## config.mk

```make
export PLATFORM = sky130hd
export DESIGN_NAME = hk_top
export DESIGN_NICKNAME = d
export VERILOG_FILES = /design/src/rtl/hk_pkg.sv /design/src/rtl/axil_slave_fsm.sv /design/src/rtl/hk_regs.sv /design/src/rtl/hk_timer.sv /design/src/rtl/hk_top.sv
export SDC_FILE = /design/constraint.sdc
export NUM_CORES = 1
export LEC_CHECK = 0
export ABC_AREA = 0
export BUFFER_PORTS_ARGS = -buffer_cell sky130_fd_sc_hd__clkbuf_2
export CORE_ASPECT_RATIO = 1.1
export CORE_MARGIN = 2
export CORE_UTILIZATION = 59
export CTS_CLUSTER_SIZE = 8
export DETAILED_ROUTE_END_ITERATION = 10
export PLACE_DENSITY = 0.81
export SETUP_SLACK_MARGIN = 0.15
export SLEW_MARGIN = 20
export SYNTH_ARGS = -nofsm -noshare
export SYNTH_HDL_FRONTEND = slang
export SYNTH_HIERARCHICAL = 1
export SYNTH_SLANG_ARGS = --single-unit
```

## constraint.sdc

```tcl
create_clock -name clk_i -period 4.5 [get_ports clk_i]
set_input_delay 0.45 -clock clk_i [delete_from_list [all_inputs] [get_ports clk_i]]
set_output_delay 0.45 -clock clk_i [all_outputs]
set_load 0.05 [all_outputs]
```

## src/rtl/hk_pkg.sv

```systemverilog
// ####################################################################
// Shared widths, register map and field positions of the housekeeping
// block. Offsets are byte offsets and are decoded on word boundaries.
// ####################################################################
`default_nettype none

package hk_pkg;

  localparam int ADDR_W = 8;
  localparam int DATA_W = 32;
  localparam int GPIO_W = 16;
  localparam int IRQ_W  = 4;

  typedef logic [ADDR_W-1:0]   addr_t;
  typedef logic [DATA_W-1:0]   data_t;
  typedef logic [DATA_W/8-1:0] strb_t;
  typedef logic [GPIO_W-1:0]   gpio_t;
  typedef logic [1:0]          sel_t;
  typedef logic [IRQ_W-1:0]    irq_t;

  // register map
  localparam addr_t OFS_GPIO_DATA = 8'h00;
  localparam addr_t OFS_GPIO_OEB  = 8'h04;
  localparam addr_t OFS_GPIO_PU   = 8'h08;
  localparam addr_t OFS_GPIO_PD   = 8'h0C;
  localparam addr_t OFS_TRAP_DEST = 8'h3C;
  localparam addr_t OFS_IRQA_SRC  = 8'h40;
  localparam addr_t OFS_IRQB_SRC  = 8'h44;
  localparam addr_t OFS_TIM0_CFG  = 8'h5C;
  localparam addr_t OFS_TIM0_VAL  = 8'h60;
  localparam addr_t OFS_TIM0_DAT  = 8'h64;
  localparam addr_t OFS_TIM1_CFG  = 8'h68;
  localparam addr_t OFS_TIM1_VAL  = 8'h6C;
  localparam addr_t OFS_TIM1_DAT  = 8'h70;

  // timer config bits
  localparam int CFG_EN      = 0;
  localparam int CFG_CONT    = 1;
  localparam int CFG_IRQ_EN  = 2;
  localparam int CFG_EXPIRED = 3;

  typedef logic [CFG_EXPIRED:0] tim_cfg_t;

  // code n picks pin or input base + n (trap) or base + n - 1 (irq)
  localparam int TRAP_PIN_BASE = 10;
  localparam int IRQA_IN_BASE  = 0;
  localparam int IRQB_IN_BASE  = 3;

  typedef enum logic [1:0] {
    ST_IDLE,
    ST_WRESP,
    ST_RRESP
  } axil_state_t;

endpackage

`default_nettype wire

```

## src/rtl/axil_slave_fsm.sv

```systemverilog
// ####################################################################
// AXI4-Lite slave, one transaction at a time, writes win over reads.
// AW and W must be valid together; responses are always OKAY.
// ####################################################################
`default_nettype none

module axil_slave_fsm (
  input  logic           clk_i,
  input  logic           rst_n_i,
  // write address and data
  input  logic           s_awvalid_i,
  output logic           s_awready_o,
  input  hk_pkg::addr_t  s_awaddr_i,
  input  logic           s_wvalid_i,
  output logic           s_wready_o,
  input  hk_pkg::data_t  s_wdata_i,
  input  hk_pkg::strb_t  s_wstrb_i,
  // write response
  output logic           s_bvalid_o,
  input  logic           s_bready_i,
  // read address and data
  input  logic           s_arvalid_i,
  output logic           s_arready_o,
  input  hk_pkg::addr_t  s_araddr_i,
  output logic           s_rvalid_o,
  input  logic           s_rready_i,
  output hk_pkg::data_t  s_rdata_o,
  // register side
  output hk_pkg::addr_t  reg_addr_o,
  output hk_pkg::data_t  reg_wdata_o,
  output hk_pkg::strb_t  reg_wstrb_o,
  output logic           reg_wr_o,
  output logic           reg_rd_o,
  input  hk_pkg::data_t  reg_rdata_i
);
  import hk_pkg::*;

  axil_state_t state_q;
  axil_state_t state_d;
  data_t       rdata_q;
  logic        wr_accept;
  logic        rd_accept;
  logic        wr_pending;

  // a half-presented write still blocks the read
  assign wr_pending = s_awvalid_i | s_wvalid_i;
  assign wr_accept  = (state_q == ST_IDLE) && s_awvalid_i && s_wvalid_i;
  assign rd_accept  = (state_q == ST_IDLE) && s_arvalid_i && !wr_pending;

  assign s_awready_o = wr_accept;
  assign s_wready_o  = wr_accept;
  assign s_arready_o = rd_accept;

  assign reg_addr_o  = wr_accept ? s_awaddr_i : s_araddr_i;
  assign reg_wdata_o = s_wdata_i;
  assign reg_wstrb_o = s_wstrb_i;
  assign reg_wr_o    = wr_accept;
  assign reg_rd_o    = rd_accept;

  always_comb begin
    state_d = state_q;
    case (state_q)
      ST_IDLE: begin
        if (wr_accept) begin
          state_d = ST_WRESP;
        end else if (rd_accept) begin
          state_d = ST_RRESP;
        end
      end
      ST_WRESP: begin
        if (s_bready_i) begin
          state_d = ST_IDLE;
        end
      end
      ST_RRESP: begin
        if (s_rready_i) begin
          state_d = ST_IDLE;
        end
      end
      default: state_d = ST_IDLE;
    endcase
  end

  always_ff @(posedge clk_i or negedge rst_n_i) begin
    if (!rst_n_i) begin
      state_q <= ST_IDLE;
    end else begin
      state_q <= state_d;
    end
  end

  // read data held until rready
  always_ff @(posedge clk_i) begin
    if (rd_accept) begin
      rdata_q <= reg_rdata_i;
    end
  end

  assign s_bvalid_o = (state_q == ST_WRESP);
  assign s_rvalid_o = (state_q == ST_RRESP);
  assign s_rdata_o  = rdata_q;

endmodule

`default_nettype wire

```

## src/rtl/hk_regs.sv

```systemverilog
// ####################################################################
// GPIO, trap routing and irq select registers plus the timer decode.
// Address bits 1:0 are ignored; unmapped reads return 0.
// A nonzero trap code takes over pins 11 to 13.
// ####################################################################
`default_nettype none

module hk_regs (
  input  logic              clk_i,
  input  logic              rst_n_i,
  input  hk_pkg::addr_t     reg_addr_i,
  input  hk_pkg::data_t     reg_wdata_i,
  input  hk_pkg::strb_t     reg_wstrb_i,
  input  logic              reg_wr_i,
  input  logic              reg_rd_i,
  output hk_pkg::data_t     reg_rdata_o,
  input  hk_pkg::gpio_t     gpio_in_i,
  output hk_pkg::gpio_t     gpio_out_o,
  output hk_pkg::gpio_t     gpio_outenb_o,
  output hk_pkg::gpio_t     gpio_pullupb_o,
  output hk_pkg::gpio_t     gpio_pulldownb_o,
  input  logic              trap_i,
  output logic [1:0]        irq_sel_o,
  output logic              tim0_cfg_we_o,
  output logic              tim1_cfg_we_o,
  output hk_pkg::strb_t     tim0_val_we_o,
  output hk_pkg::strb_t     tim1_val_we_o,
  output hk_pkg::strb_t     tim0_dat_we_o,
  output hk_pkg::strb_t     tim1_dat_we_o,
  output hk_pkg::data_t     tim_wdata_o,
  input  hk_pkg::tim_cfg_t  tim0_cfg_i,
  input  hk_pkg::tim_cfg_t  tim1_cfg_i,
  input  hk_pkg::data_t     tim0_val_i,
  input  hk_pkg::data_t     tim0_dat_i,
  input  hk_pkg::data_t     tim1_val_i,
  input  hk_pkg::data_t     tim1_dat_i
);
  import hk_pkg::*;

  gpio_t gpio_q;
  gpio_t oeb_q;
  gpio_t pu_q;
  gpio_t pd_q;
  sel_t  trap_dest_q;
  sel_t  irqa_src_q;
  sel_t  irqb_src_q;
  addr_t word_ofs;
  data_t rd_data;

  // byte-wise update of a 16 bit pin register
  function automatic gpio_t wr_pins(input gpio_t cur, input data_t wd, input strb_t st);
    gpio_t res;
    res = cur;
    if (st[0]) res[7:0] = wd[7:0];
    if (st[1]) res[15:8] = wd[15:8];
    return res;
  endfunction

  function automatic logic pick_src(input sel_t sel, input gpio_t pins, input int base);
    return (sel == '0) ? 1'b0 : pins[base + int'(sel) - 1];
  endfunction

  assign word_ofs = {reg_addr_i[ADDR_W-1:2], 2'b00};

  always_ff @(posedge clk_i or negedge rst_n_i) begin
    if (!rst_n_i) begin
      gpio_q      <= '0;
      oeb_q       <= '1;
      pu_q        <= '0;
      pd_q        <= '0;
      trap_dest_q <= '0;
      irqa_src_q  <= '0;
      irqb_src_q  <= '0;
    end else if (reg_wr_i) begin
      case (word_ofs)
        OFS_GPIO_DATA: gpio_q <= wr_pins(gpio_q, reg_wdata_i, reg_wstrb_i);
        OFS_GPIO_OEB:  oeb_q  <= wr_pins(oeb_q, reg_wdata_i, reg_wstrb_i);
        OFS_GPIO_PU:   pu_q   <= wr_pins(pu_q, reg_wdata_i, reg_wstrb_i);
        OFS_GPIO_PD:   pd_q   <= wr_pins(pd_q, reg_wdata_i, reg_wstrb_i);
        OFS_TRAP_DEST: if (reg_wstrb_i[0]) trap_dest_q <= reg_wdata_i[1:0];
        OFS_IRQA_SRC:  if (reg_wstrb_i[0]) irqa_src_q <= reg_wdata_i[1:0];
        OFS_IRQB_SRC:  if (reg_wstrb_i[0]) irqb_src_q <= reg_wdata_i[1:0];
        default: ;
      endcase
    end
  end

  // trap override of the pin controls
  always_comb begin
    gpio_out_o       = gpio_q;
    gpio_outenb_o    = oeb_q;
    gpio_pullupb_o   = pu_q;
    gpio_pulldownb_o = pd_q;
    if (trap_dest_q != '0) begin
      for (int n = 1; n <= 3; n++) begin
        gpio_outenb_o[TRAP_PIN_BASE + n]    = 1'b0;
        gpio_pullupb_o[TRAP_PIN_BASE + n]   = 1'b1;
        gpio_pulldownb_o[TRAP_PIN_BASE + n] = 1'b1;
      end
      gpio_out_o[TRAP_PIN_BASE + int'(trap_dest_q)] = trap_i;
    end
  end

  assign irq_sel_o[0] = pick_src(irqa_src_q, gpio_in_i, IRQA_IN_BASE);
  assign irq_sel_o[1] = pick_src(irqb_src_q, gpio_in_i, IRQB_IN_BASE);

  // timer write enables
  assign tim0_cfg_we_o = reg_wr_i && (word_ofs == OFS_TIM0_CFG) && reg_wstrb_i[0];
  assign tim1_cfg_we_o = reg_wr_i && (word_ofs == OFS_TIM1_CFG) && reg_wstrb_i[0];
  assign tim0_val_we_o = (reg_wr_i && (word_ofs == OFS_TIM0_VAL)) ? reg_wstrb_i : '0;
  assign tim1_val_we_o = (reg_wr_i && (word_ofs == OFS_TIM1_VAL)) ? reg_wstrb_i : '0;
  assign tim0_dat_we_o = (reg_wr_i && (word_ofs == OFS_TIM0_DAT)) ? reg_wstrb_i : '0;
  assign tim1_dat_we_o = (reg_wr_i && (word_ofs == OFS_TIM1_DAT)) ? reg_wstrb_i : '0;
  assign tim_wdata_o   = reg_wdata_i;

  always_comb begin
    rd_data = '0;
    if (reg_rd_i) begin
      case (word_ofs)
        OFS_GPIO_DATA: rd_data = {gpio_out_o, gpio_in_i};
        OFS_GPIO_OEB:  rd_data = {{(DATA_W-GPIO_W){1'b0}}, oeb_q};
        OFS_GPIO_PU:   rd_data = {{(DATA_W-GPIO_W){1'b0}}, pu_q};
        OFS_GPIO_PD:   rd_data = {{(DATA_W-GPIO_W){1'b0}}, pd_q};
        OFS_TRAP_DEST: rd_data = {{(DATA_W-2){1'b0}}, trap_dest_q};
        OFS_IRQA_SRC:  rd_data = {{(DATA_W-2){1'b0}}, irqa_src_q};
        OFS_IRQB_SRC:  rd_data = {{(DATA_W-2){1'b0}}, irqb_src_q};
        OFS_TIM0_CFG:  rd_data = {{(DATA_W-CFG_EXPIRED-1){1'b0}}, tim0_cfg_i};
        OFS_TIM0_VAL:  rd_data = tim0_val_i;
        OFS_TIM0_DAT:  rd_data = tim0_dat_i;
        OFS_TIM1_CFG:  rd_data = {{(DATA_W-CFG_EXPIRED-1){1'b0}}, tim1_cfg_i};
        OFS_TIM1_VAL:  rd_data = tim1_val_i;
        OFS_TIM1_DAT:  rd_data = tim1_dat_i;
        default:       rd_data = '0;
      endcase
    end
  end

  assign reg_rdata_o = rd_data;

endmodule

`default_nettype wire

```

## src/rtl/hk_timer.sv

```systemverilog
// ####################################################################
// Count-down timer. Counts while enabled, expires at zero, then
// reloads (continuous) or stops (one-shot). Expiry is sticky until
// the next config write. A value write takes priority over counting.
// ####################################################################
`default_nettype none

module hk_timer (
  input  logic              clk_i,
  input  logic              rst_n_i,
  input  logic              cfg_we_i,
  input  hk_pkg::strb_t     val_we_i,
  input  hk_pkg::strb_t     dat_we_i,
  input  hk_pkg::data_t     wdata_i,
  output hk_pkg::tim_cfg_t  cfg_o,
  output hk_pkg::data_t     val_o,
  output hk_pkg::data_t     dat_o,
  output logic              irq_o
);
  import hk_pkg::*;

  tim_cfg_t cfg_q;
  data_t    val_q;
  data_t    dat_q;
  logic     count;
  logic     expire;

  assign count  = cfg_q[CFG_EN] && !(|val_we_i);
  assign expire = count && (val_q == '0);

  always_ff @(posedge clk_i or negedge rst_n_i) begin
    if (!rst_n_i) begin
      cfg_q <= '0;
    end else if (cfg_we_i) begin
      cfg_q[CFG_EN]      <= wdata_i[CFG_EN];
      cfg_q[CFG_CONT]    <= wdata_i[CFG_CONT];
      cfg_q[CFG_IRQ_EN]  <= wdata_i[CFG_IRQ_EN];
      cfg_q[CFG_EXPIRED] <= 1'b0;
    end else if (expire) begin
      cfg_q[CFG_EXPIRED] <= 1'b1;
      if (!cfg_q[CFG_CONT]) begin
        cfg_q[CFG_EN] <= 1'b0;
      end
    end
  end

  always_ff @(posedge clk_i or negedge rst_n_i) begin
    if (!rst_n_i) begin
      val_q <= '0;
      dat_q <= '0;
    end else begin
      for (int b = 0; b < DATA_W/8; b++) begin
        if (val_we_i[b]) val_q[8*b +: 8] <= wdata_i[8*b +: 8];
        if (dat_we_i[b]) dat_q[8*b +: 8] <= wdata_i[8*b +: 8];
      end
      if (count) begin
        if (val_q != '0) begin
          val_q <= val_q - 1'b1;
        end else if (cfg_q[CFG_CONT]) begin
          // reload sees the old dat if both change together
          val_q <= dat_q;
        end
      end
    end
  end

  assign cfg_o = cfg_q;
  assign val_o = val_q;
  assign dat_o = dat_q;
  assign irq_o = cfg_q[CFG_EXPIRED] & cfg_q[CFG_IRQ_EN];

endmodule

`default_nettype wire

```

## src/rtl/hk_top.sv

```systemverilog
// ####################################################################
// Housekeeping block top: AXI4-Lite slave, register block, two timers.
// irq_o bit 0/1 are the timers, bit 2/3 the GPIO input selects.
// ####################################################################
`default_nettype none

module hk_top (
  input  logic           clk_i,
  input  logic           rst_n_i,
  input  logic           s_awvalid_i,
  output logic           s_awready_o,
  input  hk_pkg::addr_t  s_awaddr_i,
  input  logic           s_wvalid_i,
  output logic           s_wready_o,
  input  hk_pkg::data_t  s_wdata_i,
  input  hk_pkg::strb_t  s_wstrb_i,
  output logic           s_bvalid_o,
  input  logic           s_bready_i,
  input  logic           s_arvalid_i,
  output logic           s_arready_o,
  input  hk_pkg::addr_t  s_araddr_i,
  output logic           s_rvalid_o,
  input  logic           s_rready_i,
  output hk_pkg::data_t  s_rdata_o,
  input  hk_pkg::gpio_t  gpio_in_i,
  output hk_pkg::gpio_t  gpio_out_o,
  output hk_pkg::gpio_t  gpio_outenb_o,
  output hk_pkg::gpio_t  gpio_pullupb_o,
  output hk_pkg::gpio_t  gpio_pulldownb_o,
  input  logic           trap_i,
  output hk_pkg::irq_t   irq_o
);
  import hk_pkg::*;

  addr_t    reg_addr;
  data_t    reg_wdata;
  strb_t    reg_wstrb;
  logic     reg_wr;
  logic     reg_rd;
  data_t    reg_rdata;
  logic     [1:0] irq_sel;
  logic     tim0_cfg_we;
  logic     tim1_cfg_we;
  strb_t    tim0_val_we;
  strb_t    tim1_val_we;
  strb_t    tim0_dat_we;
  strb_t    tim1_dat_we;
  data_t    tim_wdata;
  tim_cfg_t tim0_cfg;
  tim_cfg_t tim1_cfg;
  data_t    tim0_val;
  data_t    tim1_val;
  data_t    tim0_dat;
  data_t    tim1_dat;
  logic     tim0_irq;
  logic     tim1_irq;

  axil_slave_fsm u_axil (
    .clk_i       (clk_i),
    .rst_n_i     (rst_n_i),
    .s_awvalid_i (s_awvalid_i),
    .s_awready_o (s_awready_o),
    .s_awaddr_i  (s_awaddr_i),
    .s_wvalid_i  (s_wvalid_i),
    .s_wready_o  (s_wready_o),
    .s_wdata_i   (s_wdata_i),
    .s_wstrb_i   (s_wstrb_i),
    .s_bvalid_o  (s_bvalid_o),
    .s_bready_i  (s_bready_i),
    .s_arvalid_i (s_arvalid_i),
    .s_arready_o (s_arready_o),
    .s_araddr_i  (s_araddr_i),
    .s_rvalid_o  (s_rvalid_o),
    .s_rready_i  (s_rready_i),
    .s_rdata_o   (s_rdata_o),
    .reg_addr_o  (reg_addr),
    .reg_wdata_o (reg_wdata),
    .reg_wstrb_o (reg_wstrb),
    .reg_wr_o    (reg_wr),
    .reg_rd_o    (reg_rd),
    .reg_rdata_i (reg_rdata)
  );

  hk_regs u_regs (
    .clk_i            (clk_i),
    .rst_n_i          (rst_n_i),
    .reg_addr_i       (reg_addr),
    .reg_wdata_i      (reg_wdata),
    .reg_wstrb_i      (reg_wstrb),
    .reg_wr_i         (reg_wr),
    .reg_rd_i         (reg_rd),
    .reg_rdata_o      (reg_rdata),
    .gpio_in_i        (gpio_in_i),
    .gpio_out_o       (gpio_out_o),
    .gpio_outenb_o    (gpio_outenb_o),
    .gpio_pullupb_o   (gpio_pullupb_o),
    .gpio_pulldownb_o (gpio_pulldownb_o),
    .trap_i           (trap_i),
    .irq_sel_o        (irq_sel),
    .tim0_cfg_we_o    (tim0_cfg_we),
    .tim1_cfg_we_o    (tim1_cfg_we),
    .tim0_val_we_o    (tim0_val_we),
    .tim1_val_we_o    (tim1_val_we),
    .tim0_dat_we_o    (tim0_dat_we),
    .tim1_dat_we_o    (tim1_dat_we),
    .tim_wdata_o      (tim_wdata),
    .tim0_cfg_i       (tim0_cfg),
    .tim1_cfg_i       (tim1_cfg),
    .tim0_val_i       (tim0_val),
    .tim0_dat_i       (tim0_dat),
    .tim1_val_i       (tim1_val),
    .tim1_dat_i       (tim1_dat)
  );

  hk_timer u_tim0 (
    .clk_i    (clk_i),
    .rst_n_i  (rst_n_i),
    .cfg_we_i (tim0_cfg_we),
    .val_we_i (tim0_val_we),
    .dat_we_i (tim0_dat_we),
    .wdata_i  (tim_wdata),
    .cfg_o    (tim0_cfg),
    .val_o    (tim0_val),
    .dat_o    (tim0_dat),
    .irq_o    (tim0_irq)
  );

  hk_timer u_tim1 (
    .clk_i    (clk_i),
    .rst_n_i  (rst_n_i),
    .cfg_we_i (tim1_cfg_we),
    .val_we_i (tim1_val_we),
    .dat_we_i (tim1_dat_we),
    .wdata_i  (tim_wdata),
    .cfg_o    (tim1_cfg),
    .val_o    (tim1_val),
    .dat_o    (tim1_dat),
    .irq_o    (tim1_irq)
  );

  assign irq_o = {irq_sel[1], irq_sel[0], tim1_irq, tim0_irq};

endmodule

`default_nettype wire

```

* Yosys cells after proc, flatten, opt, wreduce, memory -nomap -nowiden
Cells that the tools add are included.
Word-level totals: register bits after elaboration 240, output and inout port bits 105
Cells by class: $add $sub $neg 6, magnitude comparators 4, eq/ne operators 19, mux-type cells 50, bitwise operators 3, reduce and logical (&&, ||, !) cells 47
Operator list (number):
- 32-bit one-hot mux with 13 select lines | 1
- 32-bit two-way mux | 6
- 32-bit by 6-bit < comparator with 1-bit output, second input constant | 3
- 8-bit two-way mux | 9
- 32-bit logical NOT | 2
- 32-bit nonzero test | 2
- 32-bit by 1-bit subtractor with 32-bit output, second input constant | 2
- 6-bit by 5-bit == test with 1-bit output, second input constant | 8
- 3-bit AND reduction | 12
- 32-bit by 1-bit greater-or-equal comparator with 1-bit output, second input constant | 1
- 32-bit by 2-bit subtractor with 32-bit output, second input constant | 1
- 1-bit logical AND | 17
- 1-bit two-way mux | 17
- 16-bit bitwise mux | 1
- 16-bit two-way mux | 1
- 4-bit two-way mux | 4
- 6-bit by 2-bit == test with 1-bit output, second input constant | 2
- 3-bit two-way mux | 3
- 1-bit binary-select mux with 4-bit select | 2
- 8-bit logical NOT | 1
- 2-bit two-way mux | 4
- 4-bit OR reduction | 2
- 6-bit by 1-bit == test with 1-bit output, second input constant | 1
- 6-bit by 4-bit == test with 1-bit output, second input constant | 1
- other kinds (16) | 26

* Logic depth before layout (Yosys ltp)
depth in word-level cells 13, depth in mapped cells 17, depth with buffers taken out 11

* By module
The synthesis kept the hierarchy.
By module, submodules not included:
- hk_regs | instances 1, cells an instance 524, area each 5276.3 µm², sequential area each 1771.7 µm²
- hk_timer at u_tim1 | instances 1, cells an instance 382, area each 3955.0 µm², sequential area each 1701.6 µm²
- hk_timer at u_tim0 | instances 1, cells an instance 348, area each 3832.4 µm², sequential area each 1701.6 µm²
- axil_slave_fsm | instances 1, cells an instance 92, area each 1511.4 µm², sequential area each 1011.0 µm²
- hk_top | instances 1, cells an instance 2, area each 15.0 µm², sequential area each 0.0 µm²

* Least setup slack after synthesis
Ideal clock, no wire load.
kind input-to-output, from in s_wvalid_i, to out s_arready_o, data arrival time 3.626 ns, data required time 4.050 ns, path slack 0.424 ns, stages on the path 3, path through or3b_1 > nor3_1 > buf_4
Between the ends: cells in the longest elaborated chain, start to end 3
RTL lines:
- start, declared | line hk_top.sv:13 | input logic s_wvalid_i,
- 1-bit OR | line axil_slave_fsm.sv:46 | assign wr_pending = s_awvalid_i | s_wvalid_i;
- 1-bit logical NOT | line axil_slave_fsm.sv:48 | assign rd_accept = (state_q == ST_IDLE) && s_arvalid_i && !wr_pending;
- 1-bit logical AND | line axil_slave_fsm.sv:48
- end, declared | line hk_top.sv:20 | output logic s_arready_o,
No other way between the ends.

* Worst setup path in the final report
from reg u_axil.state_q[1], to reg u_tim1.val_q[26] (netlist: u_tim1/val_o[26])
Between the ends: cells in the longest elaborated chain, start to end 11, elaborated cells between the ends (all ways) 14, those cells by class 1 x eq/ne; 6 x mux; 7 x reduce/logical
RTL lines:
- start, declared | line axil_slave_fsm.sv:38 | axil_state_t state_q;
- start signal, assigned | line axil_slave_fsm.sv:88 | state_q <= state_d;
- 2-bit logical NOT * | line axil_slave_fsm.sv:47 | assign wr_accept = (state_q == ST_IDLE) && s_awvalid_i && s_wvalid_i;
- 1-bit logical AND * (2 in series) | line axil_slave_fsm.sv:47
- 8-bit two-way mux * | line axil_slave_fsm.sv:54 | assign reg_addr_o = wr_accept ? s_awaddr_i : s_araddr_i;
- via reg_addr[4] | line hk_top.sv:35 | addr_t reg_addr;
- 6-bit by 5-bit == test with 1-bit output * | line hk_regs.sv:111 | assign tim1_val_we_o = (reg_wr_i && (word_ofs == OFS_TIM1_VAL)) ? reg_wstrb_i : '0;
- 1-bit logical AND * | line hk_regs.sv:111
- 4-bit two-way mux * | line hk_regs.sv:111
- via tim1_val_we[3] | line hk_top.sv:45 | strb_t tim1_val_we;
- 8-bit two-way mux / 4-bit OR reduction (equally long branches) | line hk_timer.sv:53, hk_timer.sv:28
- 32-bit two-way mux / 1-bit logical NOT (equally long branches) | line hk_timer.sv:59, hk_timer.sv:28
- 32-bit two-way mux / 1-bit logical AND (equally long branches) | line hk_timer.sv:57, hk_timer.sv:28
- 32-bit two-way mux * | line hk_timer.sv:56 | if (count) begin
- end signal, assigned by index | line hk_timer.sv:53 | if (val_we_i[b]) val_q[8*b +: 8] <= wdata_i[8*b +: 8];
- end signal, assigned | line hk_timer.sv:58 | val_q <= val_q - 1'b1;
- end signal, assigned | line hk_timer.sv:61 | val_q <= dat_q;
- end, declared | line hk_timer.sv:23 | data_t val_q;
Mark *: on every way through the listed nets, which the timed path passes. The rest lies on a longest branch. A chain may end at the register's enable or synchronous reset.

==> reports/metrics.csv <==
stage,metric,value,unit
setup_path,critPathTopFamily,simple AND/OR/NAND/NOR gates,
setup_path,worstPathMaxFanout,26,
setup_path,crit_chain,and4bb_1 > buf_4 > mux2_4 > nor4bb_4 > nand3_1 > nor2_1 > nor4_1 > nand2_1 > buf_12 > a2111o_1 > o21ai_0 > a221o_1,
setup_path,end_kind,flip-flop,
global_route,grt_pass1_vias,12000,
yosys,synth_area,0.0146,mm²
placement,gp_congestion,0.988,
clocking,root_buffer,clkbuf_16,
detailed_routing,post_drt_wl_per_cell,26.5,µm
min_path,hold_class,in2async,
timing,period_share,0.848,
setup_path,crit_type,reg2reg,
power_and_ir_drop,power_frac_comb,0.255,
detailed_routing,vias_per_cell,7.01,
run_status,outcome,"finished, final reports clean",
timing,skew,20.4,ps
power_and_ir_drop,power_leakage,6.81,nW
floorplanning,die_height,169,µm
global_route,grt_max_degree,114,
floorplanning,initial_utilization,0.599,
setup_path,required,4880,ps
yosys,ys_warn_count,6,
clocking,htree_levels,2,
floorplanning,ios,181,
clocking,cts_made_buffers,35,
timing,timing.fmax,262,MHz
yosys,netlist_instances,1346,
detailed_routing,wl_met3,4880,µm
clocking,cts_resized,0,
cells_and_area,drive_gt1_frac,0.327,
cells_and_area,multi_input_area,0.00698,mm²
clocking,cts_buffer_depth,3,
timing,period_needed,3820,ps
timing,setup_viol,0,
setup_path,cp-start-kind,flip-flop,
floorplanning,dieArea,0.0260,mm²
detailed_routing,wl_met2,21100,µm
detailed_routing,top_layer,met4,
global_route,antenna_found_initial,0,
detailed_routing,firstDrtPassIters,10,
timing,tns,0,ps
detailed_routing,drc,0,
detailed_routing,drtAntennaViolNets,0,
timing,drv_slew,0,
clocking,clock-sinks,240,
power_and_ir_drop,p_int,4.86,mW
setup_path,path_buf_inv,2,
floorplanning,die_w,154,µm
power_and_ir_drop,p_switching,2.73,mW
cells_and_area,final_util,0.651,
placement,portBuffers,176,
cells_and_area,final_cell_mix,"dfrtp_1, clkbuf_2, mux2_2",
setup_path,rr_startpoint,u_axil/state_q[1]$_DFFE_PN0P_,
placement,dp.cells,1661,
power_and_ir_drop,power_frac_clock,0.322,
cells_and_area,fin_nets,1469,
global_route,grt_overflow,0,
job,max-cap-violations,0,
floorplanning,core_area,0.0243,mm²
global_route,grt_pass1_wl,69500,µm
timing,worst_pin_slew,1030,ps
cells_and_area,area_growth,8.71,%
setup_path,crit_arrival,4200,ps
cells_and_area,nFillCells,1963,
detailed_routing,drt_iter0_drc,1709,
yosys,avgSynthCellArea,10.8,µm²
detailed_routing,drt-total-wl,45500,µm
setup_path,r2r_cells,12,
setup_path,r2r_slack,680,ps
setup_path,critical_path.slowest_cell,nand2_1,
power_and_ir_drop,seqPwrFrac,0.423,
detailed_routing,wl_met1,17300,µm
clocking,clock_latency,520,ps
floorplanning,rows,60,
setup_path,r2r-end,u_tim1/val_o[26]$_DFF_PN0_,
cells_and_area,diodes,0,
detailed_routing,vias,12100,
global_route,track_usage,0.345,
cells_and_area,regArea,0.00619,mm²
yosys,syn-num-nets,1427,
clocking,clkTransAtPathRegs,50,ps
setup_path,cp_slowest_stage_delay,460,ps
placement,dp_hpwl,31900,µm
timing,hold_viol_final,0,
timing,rsz0062_at_grt,no,
power_and_ir_drop,total_power,7.59,mW
cells_and_area,final_cells,1720,
cells_and_area,layout_commonest_cell,dfrtp_1,
clocking,cts-hold-fix-buffers,0,
power_and_ir_drop,switching_share,0.360,
power_and_ir_drop,power_density,480,mW/mm²
clocking,cts_setup_buffers,0,
clocking,cts_tree,done,
power_and_ir_drop,ir_worst_vdd,0.290,mV
timing,relSlewSlack,0.300,
timing,finalHoldWorstSlack,64.6,ps
setup_path,setup.worst_path.start,u_axil/state_q[1]$_DFFE_PN0P_,
==> sequential cells by signal (all words and copies together), names as in the netlist, 4 cells and up <==
register,count
u_tim0/dat_o,32
u_regs/oeb_q,16
u_tim1/dat_o,32
u_regs/pd_q,16
u_regs/gpio_q,16
u_tim1/val_o,32
u_regs/pu_q,16
u_tim1/cfg_o,4
u_tim0/cfg_o,4
u_axil/s_rdata_o,32
u_tim0/val_o,32
==> how the worst max path moves through the flow <==
stage | end | slack (ps) | cells past startpoint
finish | u_tim1/val_o[26]$_DFF_PN0_ | 680 | 12
global route | u_tim1/val_o[26]$_DFF_PN0_ | 510 | 12
CTS | u_tim1/val_o[26]$_DFF_PN0_ | 760 | 12
detailed placement | u_tim1/val_o[26]$_DFF_PN0_ | 760 | 13
global placement | u_tim1/val_o[26]$_DFF_PN0_ | 850 | 13
floorplan | s_arready_o | 420 | 3
==> through the flow <==
stage,area (µm²),setup slack [ps]
after floorplan,14600,424
after global placement,14800,852
after detailed placement,14800,764
after CTS,15800,760
after global routing,15800,508
final,15800,684
==> power by group through the flow <==
stage / Combinational [mW] / Sequential (mW) / Clock [mW]
after floorplan: 1.51 / 3.01 / 0
after global routing: 2.08 / 3.25 / 2.56
after global placement: 1.80 / 3.18 / 0
after detailed placement: 1.87 / 3.21 / 0
final: 1.94 / 3.21 / 2.44
after CTS: 1.88 / 3.18 / 2.46
==> layer usage <==
metal / up-vias / global-route usage
met5: - / 0
met4: 0 / 0.162
met3: 183 / 0.0686
met2: 834 / 0.548
met1: 5952 / 0.459
li1: 5094 / -
==> layout make-up <==
cell class | count | share of cell area
clock buffer | 57 | 0.0619
sequential | 240 | 0.391
timing repair buffer | 214 | 0.0766
clock inverter | 2 | 0.00158
inverter | 14 | 0.00332
tap | 310 | 0.0245
multi-input combinational | 883 | 0.441
Note: power is estimated with default switching activity, not from simulation.
